File: config.mk
export PLATFORM = sky130hd
export DESIGN_NAME = exec_unit
export DESIGN_NICKNAME = d
export VERILOG_FILES = /design/src/rtl/exec_pkg.sv /design/src/rtl/alu_core.sv /design/src/rtl/div_unit.sv /design/src/rtl/mul_div_unit.sv /design/src/rtl/exec_unit.sv
export SDC_FILE = /design/constraint.sdc
export NUM_CORES = 2
export LEC_CHECK = 0
export ABC_AREA = 1
export BUFFER_PORTS_ARGS = -buffer_cell sky130_fd_sc_hd__buf_2
export CELL_PAD_IN_SITES_DETAIL_PLACEMENT = 0
export CELL_PAD_IN_SITES_GLOBAL_PLACEMENT = 2
export CORE_ASPECT_RATIO = 0.75
export CORE_MARGIN = 2
export CORE_UTILIZATION = 39
export CTS_BUF_LIST = sky130_fd_sc_hd__clkbuf_8 sky130_fd_sc_hd__clkbuf_16
export DETAILED_ROUTE_END_ITERATION = 7
export PLACE_DENSITY = 0.83
export SYNTH_ARGS = -nofsm -noshare
export SYNTH_HDL_FRONTEND = slang
export SYNTH_SLANG_ARGS = --single-unit
File: constraint.sdc
create_clock -name clk -period 9.8 [get_ports clk]
set_input_delay 1.47 -clock clk [delete_from_list [all_inputs] [get_ports clk]]
set_output_delay 1.47 -clock clk [all_outputs]
set_load 0.005 [all_outputs]
File: src/rtl/exec_pkg.sv
package exec_pkg;

  // ========================================
  // Widths and latencies
  // ========================================
  localparam int XLEN        = 32;
  localparam int MUL_LATENCY = 2;
  localparam int DIV_STEPS   = 32;
  localparam int DIV_CNT_W   = $clog2(DIV_STEPS);
  localparam int PROD_W      = 2 * XLEN;

  // ========================================
  // Opcodes
  // ========================================
  // ALU group sits below CALC_OP_MUL
  typedef enum logic [3:0] {
    CALC_OP_ADD  = 4'd0,
    CALC_OP_SUB  = 4'd1,
    CALC_OP_SLT  = 4'd2,
    CALC_OP_AND  = 4'd3,
    CALC_OP_OR   = 4'd4,
    CALC_OP_XOR  = 4'd5,
    CALC_OP_NOR  = 4'd6,
    CALC_OP_SL   = 4'd7,
    CALC_OP_SR   = 4'd8,
    CALC_OP_LUI  = 4'd9,
    CALC_OP_MUL  = 4'd10,
    CALC_OP_MULH = 4'd11,
    CALC_OP_DIV  = 4'd12,
    CALC_OP_MOD  = 4'd13
  } calc_op_e;

  // Request from issue
  typedef struct packed {
    calc_op_e        op;
    logic [XLEN-1:0] src0;
    logic [XLEN-1:0] src1;
    logic            is_unsigned;
  } exec_req_t;

  // Multiply/divide result, tagged with its opcode
  typedef struct packed {
    logic            valid;
    calc_op_e        op;
    logic [XLEN-1:0] result;
  } mdu_rsp_t;

  function automatic logic is_alu_op(calc_op_e op);
    return op < CALC_OP_MUL;
  endfunction

  function automatic logic is_mul_op(calc_op_e op);
    return (op == CALC_OP_MUL) || (op == CALC_OP_MULH);
  endfunction

  function automatic logic is_div_op(calc_op_e op);
    return (op == CALC_OP_DIV) || (op == CALC_OP_MOD);
  endfunction

endpackage

File: src/rtl/alu_core.sv
`timescale 1ns/10ps

module alu_core (
  input  logic                      clk,
  input  logic                      rst_n,
  input  logic                      start_i,
  input  exec_pkg::exec_req_t       req_i,
  output logic [exec_pkg::XLEN-1:0] res_o
);

  localparam int W       = exec_pkg::XLEN;
  localparam int SHAMT_W = $clog2(W);

  logic [W-1:0]       src0;
  logic [W-1:0]       src1;
  logic [SHAMT_W-1:0] shamt;
  logic               less_than;
  logic [W-1:0]       alu_d;

  assign src0  = req_i.src0;
  assign src1  = req_i.src1;
  // Only the low bits of src1 count as shift amount
  assign shamt = src1[SHAMT_W-1:0];

  // Compare for SLT
  always_comb begin
    if (req_i.is_unsigned) begin
      less_than = src0 < src1;
    end else begin
      less_than = $signed(src0) < $signed(src1);
    end
  end

  // ========================================
  // Function select
  // ========================================
  always_comb begin
    case (req_i.op)
      exec_pkg::CALC_OP_ADD: begin
        alu_d = src0 + src1;
      end
      exec_pkg::CALC_OP_SUB: begin
        alu_d = src0 - src1;
      end
      exec_pkg::CALC_OP_SLT: begin
        alu_d = {{(W-1){1'b0}}, less_than};
      end
      exec_pkg::CALC_OP_AND: begin
        alu_d = src0 & src1;
      end
      exec_pkg::CALC_OP_OR: begin
        alu_d = src0 | src1;
      end
      exec_pkg::CALC_OP_XOR: begin
        alu_d = src0 ^ src1;
      end
      exec_pkg::CALC_OP_NOR: begin
        alu_d = ~(src0 | src1);
      end
      exec_pkg::CALC_OP_SL: begin
        alu_d = src0 << shamt;
      end
      exec_pkg::CALC_OP_SR: begin
        if (req_i.is_unsigned) begin
          alu_d = src0 >> shamt;
        end else begin
          alu_d = $unsigned($signed(src0) >>> shamt);
        end
      end
      exec_pkg::CALC_OP_LUI: begin
        alu_d = src1;
      end
      // Multiply and divide produce nothing here
      default: begin
        alu_d = '0;
      end
    endcase
  end

  // Result holds until the next start
  always_ff @(posedge clk or negedge rst_n) begin
    if (!rst_n) begin
      res_o <= '0;
    end else if (start_i) begin
      res_o <= alu_d;
    end
  end

endmodule

File: src/rtl/div_unit.sv
`timescale 1ns/10ps

module div_unit (
  input  logic                      clk,
  input  logic                      rst_n,
  input  logic                      flush_i,
  input  logic                      start_i,
  input  logic [exec_pkg::XLEN-1:0] dividend_i,
  input  logic [exec_pkg::XLEN-1:0] divisor_i,
  input  logic                      signed_i,
  output logic                      done_o,
  output logic [exec_pkg::XLEN-1:0] quotient_o,
  output logic [exec_pkg::XLEN-1:0] remainder_o,
  output logic                      busy_o
);

  localparam int W  = exec_pkg::XLEN;
  localparam int CW = exec_pkg::DIV_CNT_W;
  localparam logic [CW-1:0] LAST_STEP = CW'(exec_pkg::DIV_STEPS - 1);

  typedef enum logic [1:0] {
    IDLE,
    RUN,
    FIX
  } div_state_e;

  div_state_e    state_q;
  logic [CW-1:0] cnt_q;
  logic [W-1:0]  quo_q;
  logic [W-1:0]  rem_q;
  logic [W-1:0]  dvs_q;
  logic [W-1:0]  dividend_q;
  logic          neg_quo_q;
  logic          neg_rem_q;
  logic          div_zero_q;
  logic          overflow_q;
  logic          dividend_neg;
  logic          divisor_neg;
  logic [W-1:0]  dividend_mag;
  logic [W-1:0]  divisor_mag;
  logic [W:0]    shifted;
  logic [W:0]    trial;
  logic          quo_bit;
  logic [W-1:0]  rem_next;

  // Operand magnitudes
  assign dividend_neg = signed_i & dividend_i[W-1];
  assign divisor_neg  = signed_i & divisor_i[W-1];
  assign dividend_mag = dividend_neg ? -dividend_i : dividend_i;
  assign divisor_mag  = divisor_neg ? -divisor_i : divisor_i;

  // One restoring step: shift in the next dividend bit, try to subtract
  assign shifted  = {rem_q, quo_q[W-1]};
  assign trial    = shifted - {1'b0, dvs_q};
  assign quo_bit  = shifted >= {1'b0, dvs_q};
  assign rem_next = quo_bit ? trial[W-1:0] : shifted[W-1:0];

  // ========================================
  // FSM
  // ========================================
  always_ff @(posedge clk or negedge rst_n) begin
    if (!rst_n) begin
      state_q <= IDLE;
      cnt_q   <= '0;
    end else if (flush_i) begin
      state_q <= IDLE;
      cnt_q   <= '0;
    end else begin
      case (state_q)
        IDLE: begin
          if (start_i) begin
            state_q <= RUN;
            cnt_q   <= '0;
          end
        end
        RUN: begin
          cnt_q <= cnt_q + 1'b1;
          if (cnt_q == LAST_STEP) begin
            state_q <= FIX;
          end
        end
        default: begin
          state_q <= IDLE;
        end
      endcase
    end
  end

  // Datapath, loaded at start and shifted while running
  always_ff @(posedge clk) begin
    if ((state_q == IDLE) && start_i) begin
      quo_q      <= dividend_mag;
      rem_q      <= '0;
      dvs_q      <= divisor_mag;
      dividend_q <= dividend_i;
      neg_quo_q  <= dividend_neg ^ divisor_neg;
      neg_rem_q  <= dividend_neg;
      div_zero_q <= divisor_i == '0;
      overflow_q <= signed_i && (dividend_i == {1'b1, {(W-1){1'b0}}}) && (divisor_i == '1);
    end else if (state_q == RUN) begin
      quo_q <= {quo_q[W-2:0], quo_bit};
      rem_q <= rem_next;
    end
  end

  // Sign fix-up and special cases, seen in the FIX cycle
  always_comb begin
    if (div_zero_q) begin
      quotient_o  = '1;
      remainder_o = dividend_q;
    end else if (overflow_q) begin
      quotient_o  = dividend_q;
      remainder_o = '0;
    end else begin
      quotient_o  = neg_quo_q ? -quo_q : quo_q;
      remainder_o = neg_rem_q ? -rem_q : rem_q;
    end
  end

  assign done_o = state_q == FIX;
  assign busy_o = state_q != IDLE;

endmodule

File: src/rtl/mul_div_unit.sv
`timescale 1ns/10ps

module mul_div_unit (
  input  logic                clk,
  input  logic                rst_n,
  input  logic                flush_i,
  input  logic                accept_i,
  input  exec_pkg::exec_req_t req_i,
  output exec_pkg::mdu_rsp_t  rsp_o,
  output logic                div_busy_o
);

  localparam int W  = exec_pkg::XLEN;
  localparam int PW = exec_pkg::PROD_W;

  logic               mul_start;
  logic               div_start;
  logic               ext_a;
  logic               ext_b;
  logic               mul_s1_valid_q;
  exec_pkg::calc_op_e mul_s1_op_q;
  logic signed [W:0]  mul_a_q;
  logic signed [W:0]  mul_b_q;
  logic signed [2*W+1:0] prod_full;
  logic               mul_s2_valid_q;
  exec_pkg::calc_op_e mul_s2_op_q;
  logic [PW-1:0]      prod_q;
  exec_pkg::calc_op_e div_op_q;
  logic               div_done;
  logic [W-1:0]       div_quo;
  logic [W-1:0]       div_rem;

  assign mul_start = accept_i & ~flush_i & exec_pkg::is_mul_op(req_i.op);
  assign div_start = accept_i & ~flush_i & exec_pkg::is_div_op(req_i.op);

  // Extension bit, sign or zero
  assign ext_a = ~req_i.is_unsigned & req_i.src0[W-1];
  assign ext_b = ~req_i.is_unsigned & req_i.src1[W-1];

  // ========================================
  // Two-stage multiplier
  // ========================================
  always_ff @(posedge clk or negedge rst_n) begin
    if (!rst_n) begin
      mul_s1_valid_q <= 1'b0;
      mul_s2_valid_q <= 1'b0;
    end else if (flush_i) begin
      mul_s1_valid_q <= 1'b0;
      mul_s2_valid_q <= 1'b0;
    end else begin
      mul_s1_valid_q <= mul_start;
      mul_s2_valid_q <= mul_s1_valid_q;
    end
  end

  assign prod_full = mul_a_q * mul_b_q;

  always_ff @(posedge clk) begin
    if (mul_start) begin
      mul_a_q     <= {ext_a, req_i.src0};
      mul_b_q     <= {ext_b, req_i.src1};
      mul_s1_op_q <= req_i.op;
    end
    if (mul_s1_valid_q) begin
      prod_q      <= prod_full[PW-1:0];
      mul_s2_op_q <= mul_s1_op_q;
    end
    // Remember whether quotient or remainder is wanted
    if (div_start) begin
      div_op_q <= req_i.op;
    end
  end

  div_unit u_div_unit (
    .clk         (clk),
    .rst_n       (rst_n),
    .flush_i     (flush_i),
    .start_i     (div_start),
    .dividend_i  (req_i.src0),
    .divisor_i   (req_i.src1),
    .signed_i    (~req_i.is_unsigned),
    .done_o      (div_done),
    .quotient_o  (div_quo),
    .remainder_o (div_rem),
    .busy_o      (div_busy_o)
  );

  // Divider and multiplier never finish together, issue keeps them apart
  always_comb begin
    if (div_done) begin
      rsp_o.valid  = 1'b1;
      rsp_o.op     = div_op_q;
      rsp_o.result = (div_op_q == exec_pkg::CALC_OP_MOD) ? div_rem : div_quo;
    end else begin
      rsp_o.valid  = mul_s2_valid_q;
      rsp_o.op     = mul_s2_op_q;
      rsp_o.result = (mul_s2_op_q == exec_pkg::CALC_OP_MULH) ? prod_q[PW-1:W] : prod_q[W-1:0];
    end
  end

endmodule

File: src/rtl/exec_unit.sv
`timescale 1ns/10ps

module exec_unit (
  input  logic                      clk,
  input  logic                      rst_n,
  input  logic                      flush_i,
  input  logic                      valid_i,
  input  exec_pkg::exec_req_t       req_i,
  output logic                      ready_o,
  output logic                      valid_o,
  output logic [exec_pkg::XLEN-1:0] res_o
);

  localparam int W     = exec_pkg::XLEN;
  localparam int DEPTH = exec_pkg::MUL_LATENCY;

  logic               accept;
  logic               pipe_load;
  logic               pipe_busy;
  logic               div_req;
  logic               div_busy;
  logic [DEPTH-1:0]   slot_valid_q;
  exec_pkg::calc_op_e slot_op_q [DEPTH];
  logic [W-1:0]       alu_res;
  logic [W-1:0]       alu_dly_q;
  exec_pkg::mdu_rsp_t mdu_rsp;
  logic               last_is_alu;

  // ========================================
  // Issue control
  // ========================================
  assign div_req   = exec_pkg::is_div_op(req_i.op);
  assign pipe_busy = |slot_valid_q;

  // A divide waits for the fixed-latency pipe to drain
  assign ready_o   = ~div_busy & ~(div_req & pipe_busy);
  assign accept    = valid_i & ready_o;

  // Only ALU and multiply ops enter the pipe
  assign pipe_load = accept & ~flush_i & ~div_req;

  alu_core u_alu_core (
    .clk     (clk),
    .rst_n   (rst_n),
    .start_i (accept),
    .req_i   (req_i),
    .res_o   (alu_res)
  );

  mul_div_unit u_mul_div_unit (
    .clk        (clk),
    .rst_n      (rst_n),
    .flush_i    (flush_i),
    .accept_i   (accept),
    .req_i      (req_i),
    .rsp_o      (mdu_rsp),
    .div_busy_o (div_busy)
  );

  // ========================================
  // In-flight slots
  // ========================================
  // Slot 0 is newest, slot DEPTH-1 retires
  always_ff @(posedge clk or negedge rst_n) begin
    if (!rst_n) begin
      slot_valid_q <= '0;
    end else if (flush_i) begin
      slot_valid_q <= '0;
    end else begin
      slot_valid_q <= {slot_valid_q[DEPTH-2:0], pipe_load};
    end
  end

  always_ff @(posedge clk) begin
    slot_op_q[0] <= req_i.op;
    for (int i = 1; i < DEPTH; i++) begin
      slot_op_q[i] <= slot_op_q[i-1];
    end
    // Extra stage lines the ALU up with the multiplier
    if (slot_valid_q[0]) begin
      alu_dly_q <= alu_res;
    end
  end

  // ========================================
  // Result select
  // ========================================
  assign last_is_alu = slot_valid_q[DEPTH-1] & exec_pkg::is_alu_op(slot_op_q[DEPTH-1]);

  // Nothing retires in a flush cycle
  assign valid_o = ~flush_i & (slot_valid_q[DEPTH-1] | mdu_rsp.valid);
  assign res_o   = last_is_alu ? alu_dly_q : mdu_rsp.result;

endmodule

==> reports/metrics.cfg <==
[cells_and_area]
areaGrowthSynthToFinish_pct = 6.07
fill_cells = 18800
final_util_pct = 41.7
final_nets = 11000
drive_gt1_share_pct = 4.74

[die]
dieWidth_um = 494
rows = 134
die_area_um2 = 183000
coreArea_um2 = 178000
die_h_um = 371
initial_core_util_pct = 39.3
ios = 107

[clock_tree]
root_buffer = clkbuf_16
clk_pin_slew_ps = 70
postCtsHoldBufs = 0
post_cts_buffers = 0
cts_repair_resize_count = 0
clk_latency_ps = 590
cts_buffers = 39
cts_tree = done
cts_max_level = 2
clk_path_buf_depth = 3
numClockSinks = 355

[logic_synthesis]
ys_ff_latch = 355
synthesis.area_um2 = 70200
yosysWarnings = 0
synthCells = 9602
syn_nets = 11200
synth_flop_cell = edfxtp_1
synth_edf_count = 274
synth_area_per_cell_um2 = 7.31
ys_seq_area_share_pct = 14.3
synthArstFlopShare_pct = 12.1
synth_cell_types = 69

[timing]
tightest_slew_ps = 1260
fmax_ghz = 0.110
finalMaxSlewViolations = 0
finalHoldViolations = 0
setup_viol = 0
clock_skew_ps = 33.8
fin_setup_tns_ps = 0
slew-limit-headroom_pct = 15.9
rsz0062_at_grt = false
fin_crit_sh_pct = 93.2
period_needed_ps = 9130

[worst_setup_path]
required_ps = 10130
worstPathMaxFanout = 19
endpoint_kind = register
cp-startpoint = u_mul_div_unit.mul_b_q[2]
r2r_cells = 22
arrival_ps = 9460
crit_type = register to register
start_kind = register
r2r_start = u_mul_div_unit.mul_b_q[2]
r2r_setup_slack_ps = 670

[grt]
grt_use_met1_pct = 54.0
overflow = 0
grt_max_degree = 71
met2_usage_pct = 42.9
grt_first_pass_wirelength_um = 444000
grt.total_usage_pct = 33.2
met3_usage_pct = 8.24
grt_pass1_vias = 62300
busiest_layer = met1
antenna_found_initial = 23

[drt]
drt_iter0_markers = 8385
ant_nets = 0
num_vias = 64600
wire_per_inst_um = 25.8
routed_wirelength_um = 307000
first_pass_iters = 8
vias_per_cell = 5.43
route.detailed.drc = 0

[worst_hold_path]
hp-start = slot_op_q[0][1]
worstHoldPathType = register to register
min_path_cells = 0

[run_status]
status = completed

[power_and_ir_drop]
power_density_nw_per_um2 = 303
irDropWorstVdd_v = 0.000452
p_leak_nw = 40.0

[placement]
port_buffers = 106
gp_congestion = 1.03
dpl.hpwl_um = 253000

[run]
maxCapViolCount = 0

[logic make-up (layout without fill, tap and decap cells)]
| family | count (synthesis) | count (layout) | share of synthesized area (%) |
|---|---|---|---|
| xor+xnor | 150 | 150 | 1.87 |
| flops | 355 | 355 | 14.3 |
| buf+inv | 2696 | 2591 | 14.7 |
| other cells | 0 | 12 | 0 |
| fa+ha+maj | 1476 | 1476 | 38.4 |
| simple gates | 4066 | 4066 | 24.1 |
| mux | 2 | 2 | 0.0285 |
| compound gates | 857 | 857 | 6.64 |
[area by class of cell]
type	count	area [um^2]	share of cell area [%]
multi-input cells	6551	49800	66.9
flip-flops and latches	355	10100	13.5
inverters	2258	8480	11.4
well taps	2380	2980	4.00
repair buffers	262	1760	2.37
clock buffers	41	1000	1.35
clock inverters	30	292	0.392
diodes	12	30.0	0.0403
[critical path, cell delays in order (launching register included)]
cell and delay, ps:
edfxtp_1 1050, nand2_1 100, inv_1 110, fa_1 500, fa_1 630, fa_1 680
fa_1 1200, fa_1 570, fa_1 520, fa_1 490, inv_1 50, fa_1 470
inv_1 40, ha_1 420, nand2_1 140, nor2_1 100, inv_1 90, nor2_1 140
inv_1 140, nor3_1 680, nand3_1 490, nand3_1 210, nand2_1 70
[Yosys cell counts, types with 4 or more instances]
cell          n  area (um^2)
or2_2        18          113
nor2_2       13         81.3
nor2_1      617         2320
buf_6         4         45.0
buf_4         5         37.5
nor2_4        6         67.6
clkbuf_1    343         1290
o21a_1        5         37.5
a211oi_1     10         75.1
nor3_1       63          315
a21oi_1     344         1720
inv_1      2243         8420
nand3_1     583         2920
buf_2        63          315
dfxtp_1      38          761
nor4_1       15         93.8
o31ai_1       4         30.0
nand4_1      82          513
xnor2_1      38          333
ha_1        348         4350
dfrtp_1      43         1080
o21bai_1     18          135
o21ai_0     335         1680
nand3b_1     17          128
o21ai_1      20          100
o22ai_1      26          163
a221oi_1      4         35.0
inv_2        10         37.5
clkinv_1      4         15.0
o211ai_1     27          203
xor2_1      112          981
nand3_2      16          160
and2_1        9         56.3
buf_1        19         71.3
fa_1       1128        22600
a21o_1       10         75.1
a21boi_0      9         67.6
a31oi_1      24          150
edfxtp_1    274         8230
o2111ai_1     5         43.8
and3_1       10         62.6
nand2_2      39          244
nand2_1    2558         9600
[final timing paths]
kind / end
min in group asynchronous: u_mul_div_unit.u_div_unit.cnt_q[4]
worst min-delay path: slot_op_q[0][5]
worst max register to register: u_mul_div_unit.prod_q[61]
worst max-delay path: u_mul_div_unit.prod_q[61]
max in group asynchronous: u_mul_div_unit.mul_s1_valid_q
worst min register to register: slot_op_q[0][5]
[flip-flops by register name, summed over array words and instances (netlist names), 4 cells and up]
name,flops
u_mul_div_unit.prod_q,64
u_mul_div_unit.mul_a_q,33
u_mul_div_unit.mul_b_q,33
alu_dly_q,32
u_alu_core.res_o,32
u_mul_div_unit.u_div_unit.dividend_q,32
u_mul_div_unit.u_div_unit.dvs_q,32
u_mul_div_unit.u_div_unit.quo_q,32
u_mul_div_unit.u_div_unit.rem_q,32
slot_op_q,6
u_mul_div_unit.u_div_unit.cnt_q,5
u_mul_div_unit.div_op_q,4
u_mul_div_unit.mul_s1_op_q,4
u_mul_div_unit.mul_s2_op_q,4
[layer usage]
metal / share of wire, % / routed length [um] / vias up
li1: - / - / 28500
met1: 48 / 148000 / 32200
met2: 37 / 113000 / 3542
met3: 12 / 37900 / 335
met4: 2.5 / 7790 / 10
met5: 0.026 / 80 / -
[per-stage QoR]
stage	hold slack (ps)	power (mW)	setup WS (ps)	cells	area, um^2
2_1_floorplan	310	13.6	2390	9602	70200
3_3_place_gp	314	20.8	717	11800	73100
3_5_place_dp	317	20.6	809	11800	73100
4_1_cts	331	22.3	790	11900	74400
5_1_grt	341	24.3	93.2	11900	74400
6_report	331	22.6	670	11900	74500
[power by group]
part	leakage, nW	switching, mW	total [mW]	internal [mW]
clock network	0.664	0.685	1.55	0.862
registers	3.38	0.203	2.59	2.39
logic	36.0	12.8	18.4	5.61
[cells in the final DEF (no fill, tap or decap), types with 11 or more instances in the layout]
master and count:
nand2_1 2558, inv_1 2249, fa_1 1128, nor2_1 614, nand3_1 582, ha_1 348
a21oi_1 344, o21ai_0 335, edfxtp_1 274, buf_4 151, xor2_1 112, buf_2 106
nand4_1 82, nor3_1 62, dfrtp_1 42, nand2_2 39, clkbuf_16 39, xnor2_1 38
dfxtp_1 38, o211ai_1 27, o22ai_1 26, a31oi_1 24, o21ai_1 20, or2_2 18
o21bai_1 18, nand3b_1 17, nand3_2 17, nor2_2 16, nor4_1 15, diode_2 12
inv_2 11
Note: power is estimated with default switching activity, not from simulation.
